## src/rtl/oflow_feature_pkg.sv

```systemverilog
//--------------------------------------------------------------------------
// feature record of one detected object, all fields unsigned 8 bit
// one bank holds at most max_rows objects of a frame
//--------------------------------------------------------------------------

package oflow_feature_pkg;

	//--------------------------------------------------------------------------
	// widths
	//--------------------------------------------------------------------------

	localparam int feature_len = 8; // every field of the record
	localparam int max_rows = 8; // objects per frame, rows per bank
	localparam int row_len = 3; // row index, log2(max_rows)

	//--------------------------------------------------------------------------
	// record
	//--------------------------------------------------------------------------

	// 48 bit record, pos_x in the top byte
	typedef struct packed {
		logic [feature_len-1:0] pos_x; // box position
		logic [feature_len-1:0] pos_y;
		logic [feature_len-1:0] width; // box size
		logic [feature_len-1:0] height;
		logic [feature_len-1:0] color1; // dominant colors
		logic [feature_len-1:0] color2;
	} feature_t;

	// history row count is row_len+1 bits wide, 0 .. max_rows
	// rows above that are never written

endpackage

```

## src/rtl/oflow_score_pkg.sv

```systemverilog
//--------------------------------------------------------------------------
// score, weight and id definitions of the matching stage
// ids wrap after 255, no retirement of old ids
//--------------------------------------------------------------------------

package oflow_score_pkg;

	localparam int weight_len = 4; // one weight, 0 .. 15
	localparam int score_len = 16; // 6 * 255 * 15 fits
	localparam int id_len = 8;

	// decision
	localparam int match_threshold = 400; // largest score still a match
	localparam int first_id = 1; // first id after reset

	// one weight per feature field, same order as the record
	typedef struct packed {
		logic [weight_len-1:0] pos_x_w;
		logic [weight_len-1:0] pos_y_w;
		logic [weight_len-1:0] width_w;
		logic [weight_len-1:0] height_w;
		logic [weight_len-1:0] color1_w;
		logic [weight_len-1:0] color2_w;
	} weights_t;

endpackage

```

## src/rtl/oflow_match_if.sv

```systemverilog
//--------------------------------------------------------------------------
// one matching result per registration, valid is a single cycle pulse
//--------------------------------------------------------------------------

interface oflow_match_if;

	import oflow_score_pkg::*;

	logic valid; // result ready, one cycle
	logic [score_len-1:0] score; // minimum weighted score
	logic [id_len-1:0] id; // id of best previous row
	logic found; // previous bank not empty

	// score calculator side
	modport calc (
		output valid,
		output score,
		output id,
		output found
	);

	// score board side, owns the threshold decision
	modport board (
		input valid,
		input score,
		input id,
		input found
	);

endinterface

```

## src/rtl/oflow_feature_latch.sv

```systemverilog
//--------------------------------------------------------------------------
// start is taken only while busy is low, the record then stays fixed
//--------------------------------------------------------------------------

module oflow_feature_latch (
	input logic clk,
	input logic reset_N,
	input logic start_registration,
	input logic busy,
	input oflow_feature_pkg::feature_t feature_cur,
	output oflow_feature_pkg::feature_t feature_reg,
	output logic go
);

	import oflow_feature_pkg::*;

	logic take; // accepted start

	//--------------------------------------------------------------------------
	// accept
	//--------------------------------------------------------------------------

	// a second pulse during a walk is dropped here
	assign take = start_registration && !busy;

	// go lines up with the new record
	always_ff @(posedge clk or negedge reset_N) begin
		if (!reset_N) begin
			go <= 1'b0;
		end else begin
			go <= take; // single cycle, start is a pulse
		end
	end

	//--------------------------------------------------------------------------
	// record
	//--------------------------------------------------------------------------

	// host may change its inputs after the start, walk sees this copy
	always_ff @(posedge clk) begin
		if (take) begin
			feature_reg <= feature_cur;
		end
	end

endmodule

```

## src/rtl/oflow_feature_mem.sv

```systemverilog
//--------------------------------------------------------------------------
// two banks of max_rows, writes past max_rows in one frame are dropped
// reads come from the previous bank one cycle after rd_row
//--------------------------------------------------------------------------

module oflow_feature_mem (
	input logic clk,
	input logic reset_N,
	input logic ready_new_frame,
	input logic [oflow_feature_pkg::row_len-1:0] rd_row,
	output oflow_feature_pkg::feature_t rd_feature,
	output logic [oflow_score_pkg::id_len-1:0] rd_id,
	output logic [oflow_feature_pkg::row_len:0] prev_count,
	input logic wr_en,
	input oflow_feature_pkg::feature_t wr_feature,
	input logic [oflow_score_pkg::id_len-1:0] wr_id
);

	import oflow_feature_pkg::*;
	import oflow_score_pkg::*;

	feature_t feat_mem [2][max_rows]; // history records
	logic [id_len-1:0] id_mem [2][max_rows]; // ids per row
	logic [row_len:0] obj_count [2]; // objects written per bank
	logic cur_bank; // bank of the running frame
	logic prev_bank;
	logic wr_ok;

	assign prev_bank = ~cur_bank;
	assign prev_count = obj_count[prev_bank];
	assign wr_ok = wr_en && (obj_count[cur_bank] < max_rows); // bank full check

	// bank pointer and counts
	always_ff @(posedge clk or negedge reset_N) begin
		if (!reset_N) begin
			cur_bank <= 1'b0;
			obj_count[0] <= '0;
			obj_count[1] <= '0;
		end else if (ready_new_frame) begin
			cur_bank <= prev_bank; // swap
			obj_count[prev_bank] <= '0; // old previous bank becomes current, empty
		end else if (wr_ok) begin
			obj_count[cur_bank] <= obj_count[cur_bank] + 1'b1;
		end
	end

	// storage, write row is the running count
	always_ff @(posedge clk) begin
		if (wr_ok) begin
			feat_mem[cur_bank][obj_count[cur_bank][row_len-1:0]] <= wr_feature;
			id_mem[cur_bank][obj_count[cur_bank][row_len-1:0]] <= wr_id;
		end
		rd_feature <= feat_mem[prev_bank][rd_row]; // registered read
		rd_id <= id_mem[prev_bank][rd_row];
	end

endmodule

```

## src/rtl/oflow_registration.sv

```systemverilog
//--------------------------------------------------------------------------
// registration top, one object in flight, starts during busy are dropped
// ready_new_frame only while busy is low
//--------------------------------------------------------------------------

module oflow_registration (
	input logic clk,
	input logic reset_N,
	input logic start_registration, // one cycle pulse
	input logic ready_new_frame, // one cycle pulse, swaps banks
	input logic [oflow_feature_pkg::feature_len-1:0] pos_x_cur,
	input logic [oflow_feature_pkg::feature_len-1:0] pos_y_cur,
	input logic [oflow_feature_pkg::feature_len-1:0] width_cur,
	input logic [oflow_feature_pkg::feature_len-1:0] height_cur,
	input logic [oflow_feature_pkg::feature_len-1:0] color1_cur,
	input logic [oflow_feature_pkg::feature_len-1:0] color2_cur,
	input logic [oflow_score_pkg::weight_len-1:0] pos_x_weight,
	input logic [oflow_score_pkg::weight_len-1:0] pos_y_weight,
	input logic [oflow_score_pkg::weight_len-1:0] width_weight,
	input logic [oflow_score_pkg::weight_len-1:0] height_weight,
	input logic [oflow_score_pkg::weight_len-1:0] color1_weight,
	input logic [oflow_score_pkg::weight_len-1:0] color2_weight,
	output logic busy,
	output logic done_registration,
	output logic [oflow_score_pkg::id_len-1:0] id_out,
	output logic [oflow_score_pkg::score_len-1:0] score_out,
	output logic new_object
);

	import oflow_feature_pkg::*;
	import oflow_score_pkg::*;

	feature_t feature_cur; // packed host inputs
	feature_t feature_reg; // latched record
	weights_t weights;
	logic go;
	logic [row_len-1:0] rd_row;
	feature_t rd_feature;
	logic [id_len-1:0] rd_id;
	logic [row_len:0] prev_count;
	logic wr_en;
	feature_t wr_feature;
	logic [id_len-1:0] wr_id;

	oflow_match_if match_bus ();

	//--------------------------------------------------------------------------
	// packing
	//--------------------------------------------------------------------------

	assign feature_cur.pos_x = pos_x_cur;
	assign feature_cur.pos_y = pos_y_cur;
	assign feature_cur.width = width_cur;
	assign feature_cur.height = height_cur;
	assign feature_cur.color1 = color1_cur;
	assign feature_cur.color2 = color2_cur;

	assign weights.pos_x_w = pos_x_weight;
	assign weights.pos_y_w = pos_y_weight;
	assign weights.width_w = width_weight;
	assign weights.height_w = height_weight;
	assign weights.color1_w = color1_weight;
	assign weights.color2_w = color2_weight;

	// busy low again in the done cycle, so a start may follow at once
	always_ff @(posedge clk or negedge reset_N) begin
		if (!reset_N) begin
			busy <= 1'b0;
		end else if (match_bus.valid) begin
			busy <= 1'b0; // done follows next cycle
		end else if (start_registration && !busy) begin
			busy <= 1'b1;
		end
	end

	//--------------------------------------------------------------------------
	// blocks
	//--------------------------------------------------------------------------

	oflow_feature_latch u_latch (
		.clk(clk), .reset_N(reset_N),
		.start_registration(start_registration), .busy(busy),
		.feature_cur(feature_cur), .feature_reg(feature_reg), .go(go)
	);

	oflow_score_calc u_calc (
		.clk(clk), .reset_N(reset_N), .go(go),
		.feature_reg(feature_reg), .weights(weights), .prev_count(prev_count),
		.rd_row(rd_row), .rd_feature(rd_feature), .rd_id(rd_id), .match(match_bus)
	);

	oflow_score_board u_board (
		.clk(clk), .reset_N(reset_N), .match(match_bus), .feature_reg(feature_reg),
		.wr_en(wr_en), .wr_feature(wr_feature), .wr_id(wr_id),
		.id_out(id_out), .score_out(score_out), .new_object(new_object),
		.done_registration(done_registration)
	);

	oflow_feature_mem u_mem (
		.clk(clk), .reset_N(reset_N), .ready_new_frame(ready_new_frame),
		.rd_row(rd_row), .rd_feature(rd_feature), .rd_id(rd_id), .prev_count(prev_count),
		.wr_en(wr_en), .wr_feature(wr_feature), .wr_id(wr_id)
	);

endmodule

```

## src/rtl/oflow_score_board.sv

```systemverilog
//--------------------------------------------------------------------------
// threshold decision and id issue, one result at a time
// fresh ids count up from first_id and wrap at the id width
//--------------------------------------------------------------------------

module oflow_score_board (
	input logic clk,
	input logic reset_N,
	oflow_match_if.board match,
	input oflow_feature_pkg::feature_t feature_reg,
	output logic wr_en,
	output oflow_feature_pkg::feature_t wr_feature,
	output logic [oflow_score_pkg::id_len-1:0] wr_id,
	output logic [oflow_score_pkg::id_len-1:0] id_out,
	output logic [oflow_score_pkg::score_len-1:0] score_out,
	output logic new_object,
	output logic done_registration
);

	import oflow_score_pkg::*;

	logic matched; // reuse the previous id
	logic [id_len-1:0] next_id; // next fresh id
	logic [id_len-1:0] id_sel;

	//--------------------------------------------------------------------------
	// decision
	//--------------------------------------------------------------------------

	always_comb begin
		matched = match.found && (match.score <= score_len'(match_threshold));
		id_sel = matched ? match.id : next_id;
	end

	// fresh id counter and done pulse
	always_ff @(posedge clk or negedge reset_N) begin
		if (!reset_N) begin
			next_id <= id_len'(first_id);
			done_registration <= 1'b0;
		end else begin
			done_registration <= match.valid; // one cycle after valid
			if (match.valid && !matched) begin
				next_id <= next_id + 1'b1; // id consumed
			end
		end
	end

	//--------------------------------------------------------------------------
	// result registers
	//--------------------------------------------------------------------------

	always_ff @(posedge clk) begin
		if (match.valid) begin
			id_out <= id_sel;
			score_out <= match.found ? match.score : '0; // 0 on empty bank
			new_object <= !matched;
		end
	end

	//--------------------------------------------------------------------------
	// history write
	//--------------------------------------------------------------------------

	// written in the done cycle, into the current bank
	assign wr_en = done_registration;
	assign wr_feature = feature_reg; // latch holds it until the next start
	assign wr_id = id_out;

endmodule

```

## src/rtl/oflow_score_calc.sv

```systemverilog
//--------------------------------------------------------------------------
// one read per cycle over the previous bank, keeps the strict minimum
// valid n+2 cycles after go for n rows, 1 cycle when the bank is empty
//--------------------------------------------------------------------------

module oflow_score_calc (
	input logic clk,
	input logic reset_N,
	input logic go,
	input oflow_feature_pkg::feature_t feature_reg,
	input oflow_score_pkg::weights_t weights,
	input logic [oflow_feature_pkg::row_len:0] prev_count,
	output logic [oflow_feature_pkg::row_len-1:0] rd_row,
	input oflow_feature_pkg::feature_t rd_feature,
	input logic [oflow_score_pkg::id_len-1:0] rd_id,
	oflow_match_if.calc match
);

	import oflow_feature_pkg::*;
	import oflow_score_pkg::*;

	typedef enum logic [1:0] {
		st_idle,
		st_walk,
		st_report
	} state_t;

	state_t state;
	logic issuing; // reads still to be issued
	logic data_vld; // rd_feature holds a row this cycle
	logic last_row; // rd_row is the last row of the bank
	logic found; // at least one row compared
	logic better; // current row beats the stored minimum
	logic [score_len-1:0] score_now; // score of the returned row
	logic [score_len-1:0] min_score;
	logic [id_len-1:0] min_id;

	//--------------------------------------------------------------------------
	// scoring
	//--------------------------------------------------------------------------

	// weight times absolute difference of one field
	function automatic logic [score_len-1:0] term(
		input logic [weight_len-1:0] w,
		input logic [feature_len-1:0] a,
		input logic [feature_len-1:0] b
	);
		logic [feature_len-1:0] diff;
		diff = (a > b) ? (a - b) : (b - a);
		return score_len'(w) * score_len'(diff);
	endfunction

	// sum of six terms, 15 bits at most
	always_comb begin
		score_now = term(weights.pos_x_w, feature_reg.pos_x, rd_feature.pos_x);
		score_now += term(weights.pos_y_w, feature_reg.pos_y, rd_feature.pos_y);
		score_now += term(weights.width_w, feature_reg.width, rd_feature.width);
		score_now += term(weights.height_w, feature_reg.height, rd_feature.height);
		score_now += term(weights.color1_w, feature_reg.color1, rd_feature.color1);
		score_now += term(weights.color2_w, feature_reg.color2, rd_feature.color2);
	end

	// strictly smaller, so on a tie the lower row stays
	assign better = !found || (score_now < min_score);
	assign last_row = ({1'b0, rd_row} == (prev_count - 1'b1));

	//--------------------------------------------------------------------------
	// fsm
	//--------------------------------------------------------------------------

	always_ff @(posedge clk or negedge reset_N) begin
		if (!reset_N) begin
			state <= st_idle;
			rd_row <= '0;
			issuing <= 1'b0;
			data_vld <= 1'b0;
			found <= 1'b0;
		end else begin
			data_vld <= issuing; // memory read latency of one
			case (state)
				st_idle: begin
					if (go) begin
						rd_row <= '0;
						found <= 1'b0;
						if (prev_count == '0) begin
							state <= st_report; // nothing to compare
						end else begin
							issuing <= 1'b1;
							state <= st_walk;
						end
					end
				end
				st_walk: begin
					if (issuing) begin
						if (last_row) issuing <= 1'b0;
						else rd_row <= rd_row + 1'b1;
					end
					if (data_vld) begin
						found <= 1'b1;
						if (!issuing) state <= st_report; // last row compared
					end
				end
				st_report: state <= st_idle;
				default: state <= st_idle;
			endcase
		end
	end

	// running minimum
	always_ff @(posedge clk) begin
		if ((state == st_walk) && data_vld && better) begin
			min_score <= score_now;
			min_id <= rd_id;
		end
	end

	//--------------------------------------------------------------------------
	// result
	//--------------------------------------------------------------------------

	assign match.valid = (state == st_report); // one cycle
	assign match.score = min_score; // raw, board decides
	assign match.id = min_id;
	assign match.found = found;

endmodule

```

## config.mk

```make
export PLATFORM = sky130hd
export DESIGN_NAME = oflow_registration
export DESIGN_NICKNAME = d
export VERILOG_FILES = /design/src/rtl/oflow_feature_pkg.sv /design/src/rtl/oflow_score_pkg.sv /design/src/rtl/oflow_match_if.sv /design/src/rtl/oflow_feature_latch.sv /design/src/rtl/oflow_feature_mem.sv /design/src/rtl/oflow_registration.sv /design/src/rtl/oflow_score_board.sv /design/src/rtl/oflow_score_calc.sv
export SDC_FILE = /design/constraint.sdc
export NUM_CORES = 1
export LEC_CHECK = 0
export ABC_AREA = 1
export ABC_CLOCK_PERIOD_IN_PS = 28200
export BUFFER_PORTS_ARGS = -buffer_cell sky130_fd_sc_hd__buf_2
export CORE_MARGIN = 1.5
export CORE_UTILIZATION = 55
export CTS_CLUSTER_SIZE = 10
export DETAILED_ROUTE_END_ITERATION = 8
export GPL_TIMING_DRIVEN = 0
export PLACE_DENSITY = 0.73
export SYNTH_ARGS = -nofsm -noshare
export SYNTH_HDL_FRONTEND = slang
export SYNTH_SLANG_ARGS = --single-unit
```

## constraint.sdc

```tcl
create_clock -name clk -period 28.2 [get_ports clk]
set_clock_uncertainty 0.2 [all_clocks]
set_input_delay 2.82 -clock clk [delete_from_list [all_inputs] [get_ports clk]]
set_output_delay 2.82 -clock clk [all_outputs]
set_load 0.05 [all_outputs]
```

==> results by group <==
Global route
  • Total GRT Usage: 32.1%
  • Number of global-route vias before repair: 35800
  • Largest net degree at the start of global routing: 33
  • First-pass GRT wire length: 223000 um
  • GR Overflow Total: 0
  • Initial antenna violation count: 5

Route
  • Initial drt markers: 4819
  • M1 wire length: 56700 um
  • Drt wl/cell: 25.4 um
  • DR vias: 36800
  • Top sig layer: met5
  • Met3 WL: 18000 um
  • Met2 Routed Length: 69600 um
  • Total wire length: 153000 um
  • Vias per inst: 6.11
  • Drt first pass iters: 6
  • Antenna Nets Post-Route: 0
  • DRC errors left: 0

Timing
  • Slew margin rel.: 4.32%
  • Unrepaired setup endpoints after global routing: no
  • Final Setup Violations: 0
  • Post-route setup TNS: 0 ps
  • Worst slew pin tran: 1440 ps
  • Final period util: 42.5%
  • FMAX: 83.4 MHz
  • Final hold violations: 0
  • Setup WS post-layout: 16210 ps
  • Period minus WS final: 11990 ps
  • Slew Viols, Final: 0

Run status
  • Status: completed

Floorplanning
  • CORE AREA: 0.0930 mm^2
  • Ports: 103
  • Die width: 309 um
  • Die height: 309 um
  • Initial core utilization: 55.4%
  • Die Area: 0.0955 mm^2
  • Rows: 112

Worst setup path
  • Crit Path Class: reg -> reg
  • Crit-path max cell delay: 870 ps
  • Arr. time, crit path: 12100 ps
  • CP Capture Type: flop
  • Worst path top cell family by delay: adder cells
  • CP most frequent cell: fa_1
  • Crit Path Max Fanout: 23
  • Slowest-stage cell, CP: edfxtp_1
  • Required @ worst endpoint: 28310 ps
  • CP Buf/Inv Count: 7
  • CP startpoint kind: flop

Yosys
  • EDFF count, synth: 991
  • Yosys top cell area share: 57.8%
  • Cell with the most instances after synthesis: edfxtp_1
  • Yosys top cell by area: edfxtp_1
  • Area contributors post-synth: edfxtp_1 (58%), fa_1 (6.6%), nor2_1 (4.7%)
  • Top cells by count, synth: edfxtp_1 (991), nor2_1 (650), nand2_1 (487)
  • Post-synth cell types: 44
  • Average cell area after synthesis: 11.6 um^2
  • FF+latch count, synth: 1075
  • Post-Syn Area: 0.0515 mm^2
  • Sequential share of the synthesized area: 61.3%
  • Asr flop ratio synth: 2.60%
  • Main synth FF type: edfxtp_1
  • Warnings, synthesis: 0
  • Synth Instances: 4427
  • Syn nets: 4850

CTS
  • # Post-CTS Setup Buffers: 0
  • H-tree depth: 3
  • Latest clock arrival within the worst-skew pair: 710 ps
  • Bufs on Longest Clock Path: 3
  • CTS Hold Bufs: 0
  • Post-CTS resize count: 0
  • CTS tree: built
  • CTS sink cnt: 1075
  • TritonCTS buffer count: 119
  • Worst-path clk slew: 50 ps
  • CTS root buf: clkbuf_16

Layout
  • Area delta synth->final: 12.6%
  • Fill count: 7175
  • Share of cells above drive strength 1: 8.35%
  • Nets: 5110
  • Number of flip-flops in the largest register: 768

Place
  • Routability cong.: 0.945
  • Post-placement worst setup slack: 15840 ps
  • Input/output buffers: 101
  • Dpl hpwl: 105000 um

Job
  • MaxCap Viol Count: 0

Min path
  • HP Class: reg -> reg
## cell usage in the layout, fill, tap and decap left out, drive strengths merged
| cell type | instances |
|---|---|
| edfxtp | 991 |
| nor2 | 652 |
| o21ai | 509 |
| nand2 | 491 |
| inv | 447 |
| clkbuf | 330 |
| buf | 219 |
| ha | 177 |
| fa | 170 |
| o221ai | 166 |
| nand3 | 159 |
| a21oi | 91 |
| o211ai | 84 |
| o22ai | 60 |
| dfxtp | 56 |
| xor2 | 51 |
| xnor2 | 28 |
| dfrtp | 27 |
| nand4 | 18 |
| o21a | 15 |
| clkinv | 9 |
| o2111ai | 7 |
| a21o | 6 |
| or2 | 4 |
| nor3 | 3 |
| diode | 1 |
| o2bb2ai | 1 |
| o21bai | 1 |
| a22oi | 1 |
| a31oi | 1 |
| a21boi | 1 |
| conb | 1 |
| clkinvlp | 1 |
| dfstp | 1 |
## per-layer routing
metal  GRT usage, %  vias to the layer above
met5              0                        -
met4           18.0                        8
met3           7.08                      456
met2           49.7                     2452
met1           42.3                    17800
li1               -                    16100
## per-stage QoR
stage                     hold WS [ps]  util, %  cell area, um^2  cells
after floorplan                    169        -            51500   4427
after global placement             177     57.6            53600   5782
after detailed placement           186     58.6            54600   5820
after CTS                          194     62.3            58000   6032
after global routing               202     62.3            58000   6032
final                              185     62.3            58000   6033
## logic make-up (layout without fill, tap and decap cells)
group | after synthesis | in the layout | share of synthesized area [%]
AO/OA/AOI/OAI | 943 | 943 | 11.1
XOR/XNOR | 79 | 79 | 1.34
adder cells (fa/ha/maj) | 347 | 347 | 10.9
buffers and inverters | 655 | 1006 | 5.10
flip-flops | 1075 | 1075 | 61.3
other | 1 | 2 | 0.00728
AND/OR/NAND/NOR | 1327 | 1327 | 10.2
## path summary, 6_finish.rpt
kind / start / to / slack (ps) / depth (start not counted)
worst max-delay path: u_latch.feature_reg[40] / u_calc.match.id[1] / 16210 / 42
worst min-delay path: u_mem.rd_id[7] / u_calc.match.id[7] / 180 / 0
worst max register to register: u_latch.feature_reg[40] / u_calc.match.id[1] / 16210 / 42
worst min register to register: u_mem.rd_id[7] / u_calc.match.id[7] / 180 / 0
max in group asynchronous: reset_N / u_calc.match.found / 25380 / 1
min in group asynchronous: reset_N / u_calc.rd_row[2] / 1970 / 1
## layout make-up
type | count | area, um^2 | share of cell area (%)
Sequential cell | 1075 | 31600 | 54.4
Multi-Input combinational cell | 2697 | 17500 | 30.1
Clock buffer | 199 | 3280 | 5.65
Inverter | 444 | 1670 | 2.88
Tap cell | 1254 | 1570 | 2.71
Timing Repair Buffer | 139 | 1310 | 2.26
Buffer | 211 | 958 | 1.65
Clock inverter | 13 | 165 | 0.285
Antenna cell | 1 | 2.50 | 0.00431
Power is not shown: default switching activity piles up to over one toggle a cycle in this logic, so the estimate is an artifact.
